### src/hdl/mul32_pkg.sv
package mul32_pkg;

    // ~~~~~~~~~~~~~~~~~~~~~~~~~~~~~~~~~~~~~~~~~~~~~~~~~~~~~~~~~~~~~~~~~~~~~~~~~
    // datapath widths.
    // ~~~~~~~~~~~~~~~~~~~~~~~~~~~~~~~~~~~~~~~~~~~~~~~~~~~~~~~~~~~~~~~~~~~~~~~~~
    localparam int OPERAND_W  = 32;
    // one extra bit lets every opcode be handled as a signed multiply.
    localparam int EXT_W      = OPERAND_W + 1;
    localparam int ROW_W      = 2 * EXT_W;
    localparam int NUM_DIGITS = (EXT_W + 1) / 2;
    // the last row carries the negate bits and the sign-extension bits.
    localparam int NUM_ROWS   = NUM_DIGITS + 1;
    localparam int PRODUCT_W  = 2 * OPERAND_W;
    localparam int NUM_STAGES = 3;

    // ~~~~~~~~~~~~~~~~~~~~~~~~~~~~~~~~~~~~~~~~~~~~~~~~~~~~~~~~~~~~~~~~~~~~~~~~~
    // opcodes and bundles.
    // ~~~~~~~~~~~~~~~~~~~~~~~~~~~~~~~~~~~~~~~~~~~~~~~~~~~~~~~~~~~~~~~~~~~~~~~~~

    // first letter gives the signedness of a, the second that of b.
    typedef enum logic [1:0] {
        OP_UU = 2'b00,
        OP_SU = 2'b10,
        OP_US = 2'b01,
        OP_SS = 2'b11
    } mul_op_e;

    typedef struct packed {
        logic [OPERAND_W-1:0] a;
        logic [OPERAND_W-1:0] b;
        mul_op_e              op;
    } mul_req_t;

    typedef logic [NUM_ROWS-1:0][ROW_W-1:0] pp_rows_t;

    typedef struct packed {
        logic [ROW_W-1:0] sum;
        logic [ROW_W-1:0] carry;
    } csa_pair_t;

    typedef logic [PRODUCT_W-1:0] product_t;

endpackage

### src/hdl/booth_stage.sv
`timescale 1ns/1ps

module booth_stage
    import mul32_pkg::*;
(
    input  logic     clk,
    input  mul_req_t in_req,
    input  logic     advance,
    output pp_rows_t rows
);

    mul_req_t                        req_q;
    logic                            a_signed;
    logic                            b_signed;
    logic [EXT_W-1:0]                a_ext;
    logic [EXT_W-1:0]                b_ext;
    logic [EXT_W+1:0]                a_pad;
    logic [NUM_DIGITS-1:0]           neg;
    logic [NUM_DIGITS-1:0]           sel_x1;
    logic [NUM_DIGITS-1:0]           sel_x2;
    logic [NUM_DIGITS-1:0][EXT_W:0]  field;

    always_ff @(posedge clk) begin
        if (advance) begin
            req_q <= in_req;
        end
    end

    // ~~~~~~~~~~~~~~~~~~~~~~~~~~~~~~~~~~~~~~~~~~~~~~~~~~~~~~~~~~~~~~~~~~~~~~~~~
    // operand extension.
    // ~~~~~~~~~~~~~~~~~~~~~~~~~~~~~~~~~~~~~~~~~~~~~~~~~~~~~~~~~~~~~~~~~~~~~~~~~
    assign a_signed = (req_q.op == OP_SU) || (req_q.op == OP_SS);
    assign b_signed = (req_q.op == OP_US) || (req_q.op == OP_SS);

    assign a_ext = {a_signed && req_q.a[OPERAND_W-1], req_q.a};
    assign b_ext = {b_signed && req_q.b[OPERAND_W-1], req_q.b};

    // a zero below bit 0, and the sign repeated above the top, so that every
    // group sees a full triplet.
    assign a_pad = {a_ext[EXT_W-1], a_ext, 1'b0};

    // ~~~~~~~~~~~~~~~~~~~~~~~~~~~~~~~~~~~~~~~~~~~~~~~~~~~~~~~~~~~~~~~~~~~~~~~~~
    // radix-4 digit selection.
    // ~~~~~~~~~~~~~~~~~~~~~~~~~~~~~~~~~~~~~~~~~~~~~~~~~~~~~~~~~~~~~~~~~~~~~~~~~
    for (genvar g = 0; g < NUM_DIGITS; g++) begin : g_digit
        logic [2:0]       trip;
        logic [EXT_W-1:0] b_inv;

        assign trip = a_pad[2*g+2 -: 3];

        // the digit 111 is a zero and must not negate.
        assign neg[g]    = trip[2] & ~(trip[1] & trip[0]);
        assign sel_x1[g] = trip[1] ^ trip[0];
        assign sel_x2[g] = (trip[2] & ~trip[1] & ~trip[0]) | (~trip[2] & trip[1] & trip[0]);

        // ones' complement here, the +1 goes into the correction row.
        assign b_inv = {EXT_W{neg[g]}} ^ b_ext;

        assign field[g] = ({(EXT_W + 1){sel_x1[g]}} & {b_inv[EXT_W-1], b_inv})
                        | ({(EXT_W + 1){sel_x2[g]}} & {b_inv, neg[g]});
    end

    // ~~~~~~~~~~~~~~~~~~~~~~~~~~~~~~~~~~~~~~~~~~~~~~~~~~~~~~~~~~~~~~~~~~~~~~~~~
    // row placement and the correction row.
    // ~~~~~~~~~~~~~~~~~~~~~~~~~~~~~~~~~~~~~~~~~~~~~~~~~~~~~~~~~~~~~~~~~~~~~~~~~
    always_comb begin
        rows = '0;
        for (int i = 0; i < NUM_DIGITS; i++) begin
            rows[i] = ROW_W'(field[i]) << (2 * i);

            // sign-extension constants sum to minus the weights of the
            // inverted sign bits placed in the correction row.
            if (i == 0) begin
                rows[i][EXT_W+2 -: 2] = 2'b11;
            end else if (i < NUM_DIGITS - 1) begin
                rows[i][2*i+EXT_W+2] = 1'b1;
            end

            rows[NUM_ROWS-1][2*i] = neg[i];

            // the top row's sign falls outside the product width.
            if (i < NUM_DIGITS - 1) begin
                rows[NUM_ROWS-1][2*i+EXT_W+1] = ~field[i][EXT_W];
            end
        end
    end

endmodule

### src/hdl/csa_stage.sv
`timescale 1ns/1ps

module csa_stage
    import mul32_pkg::*;
(
    input  logic      clk,
    input  logic      advance,
    input  pp_rows_t  rows,
    output csa_pair_t pair
);

    csa_pair_t l1 [6];
    csa_pair_t l2 [4];
    csa_pair_t l3 [2];
    csa_pair_t l4 [2];
    csa_pair_t l5;
    csa_pair_t l6;

    // one layer of full adders, the carry vector moved up one place.
    function automatic csa_pair_t csa3(input logic [ROW_W-1:0] x,
                                       input logic [ROW_W-1:0] y,
                                       input logic [ROW_W-1:0] z);
        csa_pair_t  res;
        logic [ROW_W-1:0] maj;

        maj       = (x & y) | (x & z) | (y & z);
        res.sum   = x ^ y ^ z;
        res.carry = {maj[ROW_W-2:0], 1'b0};
        return res;
    endfunction

    // ~~~~~~~~~~~~~~~~~~~~~~~~~~~~~~~~~~~~~~~~~~~~~~~~~~~~~~~~~~~~~~~~~~~~~~~~~
    // reduction 18 -> 12 -> 8 -> 6 -> 4 -> 3 -> 2.
    // ~~~~~~~~~~~~~~~~~~~~~~~~~~~~~~~~~~~~~~~~~~~~~~~~~~~~~~~~~~~~~~~~~~~~~~~~~
    always_comb begin
        for (int i = 0; i < 6; i++) begin
            l1[i] = csa3(rows[3*i], rows[3*i+1], rows[3*i+2]);
        end

        l2[0] = csa3(l1[0].sum, l1[1].sum, l1[2].sum);
        l2[1] = csa3(l1[3].sum, l1[4].sum, l1[5].sum);
        l2[2] = csa3(l1[0].carry, l1[1].carry, l1[2].carry);
        l2[3] = csa3(l1[3].carry, l1[4].carry, l1[5].carry);

        l3[0] = csa3(l2[0].sum, l2[1].sum, l2[2].sum);
        l3[1] = csa3(l2[3].sum, l2[0].carry, l2[1].carry);

        // two carries from layer two only join here
        l4[0] = csa3(l2[2].carry, l2[3].carry, l3[0].sum);
        l4[1] = csa3(l3[1].sum, l3[0].carry, l3[1].carry);

        l5 = csa3(l4[0].sum, l4[1].sum, l4[0].carry);
        l6 = csa3(l4[1].carry, l5.sum, l5.carry);
    end

    always_ff @(posedge clk) begin
        if (advance) begin
            pair <= l6;
        end
    end

endmodule

### src/hdl/product_stage.sv
`timescale 1ns/1ps

module product_stage
    import mul32_pkg::*;
(
    input  logic      clk,
    input  logic      advance,
    input  csa_pair_t pair,
    output product_t  product
);

    product_t total;

    // the upper bits of the pair only hold sign-extension residue, so the
    // adder stops at the product width.
    assign total = pair.sum[PRODUCT_W-1:0] + pair.carry[PRODUCT_W-1:0];

    always_ff @(posedge clk) begin
        if (advance) begin
            product <= total;
        end
    end

endmodule

### src/hdl/mul_stage_ctrl.sv
`timescale 1ns/1ps

module mul_stage_ctrl
    import mul32_pkg::*;
(
    input  logic clk,
    input  logic rst_n,
    input  logic in_valid,
    input  logic out_ready,
    output logic in_ready,
    output logic advance,
    output logic out_valid
);

    // bit 0 is the request register, the top bit the product register.
    logic [NUM_STAGES-1:0] stage_valid;

    // the whole pipe moves together, so an empty output slot or a taken
    // product is enough to let every stage step.
    assign advance   = !stage_valid[NUM_STAGES-1] || out_ready;
    assign in_ready  = advance;
    assign out_valid = stage_valid[NUM_STAGES-1];

    always_ff @(posedge clk) begin
        if (!rst_n) begin
            stage_valid <= '0;
        end else if (advance) begin
            stage_valid <= {stage_valid[NUM_STAGES-2:0], in_valid};
        end
    end

endmodule

### src/hdl/mul32.sv
`timescale 1ns/1ps

module mul32
    import mul32_pkg::*;
(
    input  logic     clk,
    input  logic     rst_n,
    input  logic     in_valid,
    input  mul_req_t in_req,
    output logic     in_ready,
    output logic     out_valid,
    output product_t out_product,
    input  logic     out_ready
);

    logic      advance;
    pp_rows_t  rows;
    csa_pair_t pair;

    mul_stage_ctrl i_ctrl (
        .clk       (clk),
        .rst_n     (rst_n),
        .in_valid  (in_valid),
        .out_ready (out_ready),
        .in_ready  (in_ready),
        .advance   (advance),
        .out_valid (out_valid)
    );

    booth_stage i_booth (
        .clk     (clk),
        .in_req  (in_req),
        .advance (advance),
        .rows    (rows)
    );

    csa_stage i_csa (
        .clk     (clk),
        .advance (advance),
        .rows    (rows),
        .pair    (pair)
    );

    product_stage i_product (
        .clk     (clk),
        .advance (advance),
        .pair    (pair),
        .product (out_product)
    );

endmodule

### config.mk
export PLATFORM = sky130hd
export DESIGN_NAME = mul32
export DESIGN_NICKNAME = d
export VERILOG_FILES = /design/src/hdl/mul32_pkg.sv /design/src/hdl/booth_stage.sv /design/src/hdl/csa_stage.sv /design/src/hdl/product_stage.sv /design/src/hdl/mul_stage_ctrl.sv /design/src/hdl/mul32.sv
export SDC_FILE = /design/constraint.sdc
export NUM_CORES = 2
export LEC_CHECK = 0
export BUFFER_PORTS_ARGS = -buffer_cell sky130_fd_sc_hd__buf_2
export CAP_MARGIN = 30
export CORE_AREA = 2 2 322 260
export DETAILED_ROUTE_END_ITERATION = 16
export DIE_AREA = 0 0 324 262
export GPL_ROUTABILITY_DRIVEN = 0
export PLACE_DENSITY_LB_ADDON = 0.25
export SETUP_SLACK_MARGIN = 0.02
export SKIP_CTS_REPAIR_TIMING = 1
export SLEW_MARGIN = 20
export SYNTH_ARGS = -nofsm -noshare
export SYNTH_HDL_FRONTEND = slang
export SYNTH_SLANG_ARGS = --single-unit
### constraint.sdc
create_clock -name clk -period 14.45 [get_ports clk]
set_input_delay 2.89 -clock clk [delete_from_list [all_inputs] [get_ports clk]]
set_output_delay 2.89 -clock clk [all_outputs]
set_load 0.005 [all_outputs]
# == Yosys cells after proc, flatten, opt, wreduce, memory -nomap -nowiden ==
# Index checks and enable logic that the tools add are counted.
# word_totals
reg_bits,260
output_inout_bits,66
input_bits,70
# op_classes
addsub,1
n_eq_ne,3
bitwise,365
reduce_logical,6
# ops
cell,n
$and 63x63->63,33
$or 63x63->63,27
$xor 64x64->64,21
$and 34x34->34,32
$or 34x34->34,16
$xor 33x33->33,16
$and 60x62->62,2
$and 1x1->1,93
$add 64x64->64,1
$xor 62x64->64,1
$xor 64x63->64,1
$not 1->1,63
$or 63x40->63,1
$or 63x46->63,1
$or 63x52->63,1
$or 63x58->63,1
$or 63x62->63,1
$and 62x62->62,1
$xor 60x62->62,1
$and 54x58->58,1
$and 56x58->58,1
$xor 56x58->58,1
$and 54x56->56,1
$xor 54x56->56,1
24 further kinds,57

# == Depth between registers and ports, before layout ==
# depth
word_depth,23
depth_mapped,19

# == Cells and area by module ==
# A second synthesis with hierarchy kept.
# hier_totals
hier_cells,5312
hier_area_um2,53118.4
# modules_own_cells
mod,seq_area_each_um2,instances,cells_each,area_each_um2
csa_stage,3873.7,1,2482,29625.9
booth_stage,1981.9,1,2190,17609.4
product_stage,1921.8,1,628,5759.3
mul_stage_ctrl,60.1,1,12,123.9

# == Worst setup path before layout ==
# Ideal clock, no wire load.
# synth_timing
path_type,input -> output
from,in out_ready
to,out in_ready
required_ns,11.560
slack_ns,3.633
t_arrival_ns,7.927
cell_stages,2
path_cell_list,nor2b_1 inv_1
# synth_between
elab_chain_cells,1
# synth_lines
item,line,text
"start, declared",mul32.sv:13,input logic out_ready
$logic_or 1x1->1,mul_stage_ctrl.sv:20,assign advance = !stage_valid[NUM_STAGES-1] || out_ready;
"end, declared",mul32.sv:10,"output logic in_ready,"
# No other way between the ends.

# == Worst setup path in the final report ==
# Ends and elaborated chain as after synthesis.

==> flow_summary.toml <==
[floorplan]
die_h_um = 262
core_mm2 = 0.08174
initial_utilization_pct = 44.73
row_count = 94
die_x_um = 324
ios = 136
dieArea_mm2 = 0.08489

[critical_path]
cp.arrival_ns = 4.01
worst_setup_path_end_kind = "primary output"
path_class = "in2out"
r2r-start = "i_booth.rows[1122]$_DFFE_PP_"
startpoint_type = "input pin"
crit_path_max_fanout = 66
required_ns = 11.56
cp-startpoint = "out_ready"

[clocking]
cts_root_buf = "clkbuf_16"
numCtsBuffers = 34
cts.path.max_buffers = 3
clk_pin_slew_ns = 0.06
htree_levels = 2
clk_latency_ns = 0.59
clock_sinks = 257
cts_tree = "yes"

[logic_synthesis]
synth_area_leaders = "fa_1, edfxtp_1, xnor2_1"
yosysWarnings = 0
synth_fp_nets = 4554
synth.avg_cell_area_um2 = 9.795
synth-async-reset-ratio_pct = 0
yosysUniqueCellTypes = 78
yosys.area.top_type_share_pct = 26.72
synth_ff_type = "edfxtp_1"
seq_area_frac_synth_pct = 21.02
synth_top_area_cell = "fa_1"
syn_area_mm2 = 0.03657
synth_edf_count = 254
ys_ff_latch = 257
synth_cells = 3733

[timing]
fin_ws_ns = 7.548
hold_viol_final = 0
period_minus_slack_ns = 6.902
worst_slew_pin_slew_ns = 1.110
max_freq_mhz = 144.9
slew_headroom_pct = 25.22
slew_viol_final = 0
fin_crit_sh_pct = 47.77
fin_skew_ns = 0.04127
rsz0062_at_grt = "false"
setup_viol = 0
tns_ns = 0

[grt]
grt_max_degree = 145
first_global_vias = 27169
grt_pass1_wl_mm = 175.5
overflow = 0
track_usage_pct = 27.86
antenna_found_initial = 6

[place]
dpl-instance-area_mm2 = 0.03840
hpwlAfterDp_mm = 89.84
io_buffers = 135
place_ws_ns = 7.562
placedCellCount = 4799

[status]
status = "finished, final reports clean"

[drt]
routedWlPerCell_um = 24.19
drtIter0Drc = 3632
first_pass_iters = 9
drc_errors = 0
ant_nets = 0
routed_wl_mm = 117.7
vias = 27774
routed_via_density = 5.709

[final_layout]
syn2layout_area_growth_pct = 8.277
drive_gt1_share_pct = 8.353
num-fill-cells = 7549
fin_cells = 4865
nets = 4556
design_area_mm2 = 0.03959

[flow_run]
maxCapViolCount = 0

[min_path]
min_path_type = "reg2reg"
hp-start = "i_csa.pair[66]$_DFFE_PP_"
## routing by layer
| layer | track usage (%) | vias up | share of wire (%) |
|---|---|---|---|
| li1 | - | 12385 | - |
| met1 | 41.02 | 13298 | 44 |
| met2 | 35.09 | 1805 | 36 |
| met3 | 14.13 | 276 | 17 |
| met4 | 7.613 | 10 | 3.5 |
| met5 | 0.7778 | - | 0.13 |
## state kept, by name, indices dropped and copies added, names as in the netlist
signal and count:
i_booth.req_q 2, i_booth.b_ext 32, i_booth.a_ext 31, i_csa.pair 124, i_product.product 64, i_ctrl.stage_valid 3, i_booth.rows 1
## cell families after synthesis
kind of cell / Yosys count / share of synthesized area, %
XOR/XNOR: 584 / 13.99
adder cells (fa/ha/maj): 751 / 35.72
AND/OR/NAND/NOR: 393 / 5.057
buffers and inverters: 919 / 9.451
other: 1 / 0.01026
flip-flops: 257 / 21.02
multiplexers: 4 / 0.1129
AO/OA/AOI/OAI: 824 / 14.64
## final cells by class
type / count / area [um^2] / area share [%]
multi-input cells: 2557 / 25500 / 64.40
flip-flops and latches: 257 / 7687 / 19.42
inverters: 667 / 2511 / 6.342
well taps: 1104 / 1381 / 3.489
repair buffers: 218 / 1379 / 3.482
clock buffers: 40 / 873.3 / 2.206
clock inverters: 20 / 256.5 / 0.6478
diodes: 2 / 5.005 / 0.01264
## cells in the final DEF (no fill, tap or decap), types with 20 or more instances in the layout
cell type    n
a21o_1      42
a21oi_1    137
a22oi_1    135
and2_1      33
buf_2      136
buf_4       75
clkbuf_16   34
edfxtp_1   254
fa_1       488
ha_1       262
inv_1      651
nand2_1    137
nand2b_1    22
nand3_1     20
nor2_1     103
o21ai_0    106
o22ai_1    263
xnor2_1    490
xor2_1      94
## critical path: stages
cell,delay [ns]
buf_2,0.09
nor2b_1,0.43
inv_8,0.27
buf_2,0.24
## through the flow
step / util, % / hold WS, ns
6_report: 48.44 / 0.4123
5_1_grt: 48.43 / 0.4166
4_1_cts: 48.35 / 0.4176
3_5_place_dp: 46.97 / 0.4092
3_3_place_gp: 46.89 / 0.4039
2_1_floorplan: - / 0.4003
## final timing paths
kind,endpoint,slack [ns],cells after the start
max,in_ready,7.55,4
min,i_product.product[0]$_DFFE_PP_,0.41,0
max reg2reg,i_csa.pair[102]$_DFFE_PP_,8.51,14
min reg2reg,i_product.product[0]$_DFFE_PP_,0.41,0
## cell usage after synthesis (8+ instances only)
library cell / count
ha_1: 263
a31oi_1: 11
o22a_1: 8
o21a_1: 18
a22oi_1: 135
xor2_1: 94
a21oi_1: 139
inv_1: 652
nor3_1: 10
o2bb2ai_1: 10
buf_1: 77
nand3_1: 20
nand2b_1: 22
clkbuf_1: 170
nand4_1: 14
nand2_1: 137
xnor2_1: 490
a21o_1: 42
inv_2: 8
nor2b_1: 23
and2_1: 33
o21ai_0: 109
nor2_1: 103
o21ai_1: 13
o211ai_1: 13
edfxtp_1: 254
fa_1: 488
o22ai_1: 263
Power is left out: the tool's default activity adds up to more than one toggle a clock period on the data nets, which glitch-free logic cannot reach.
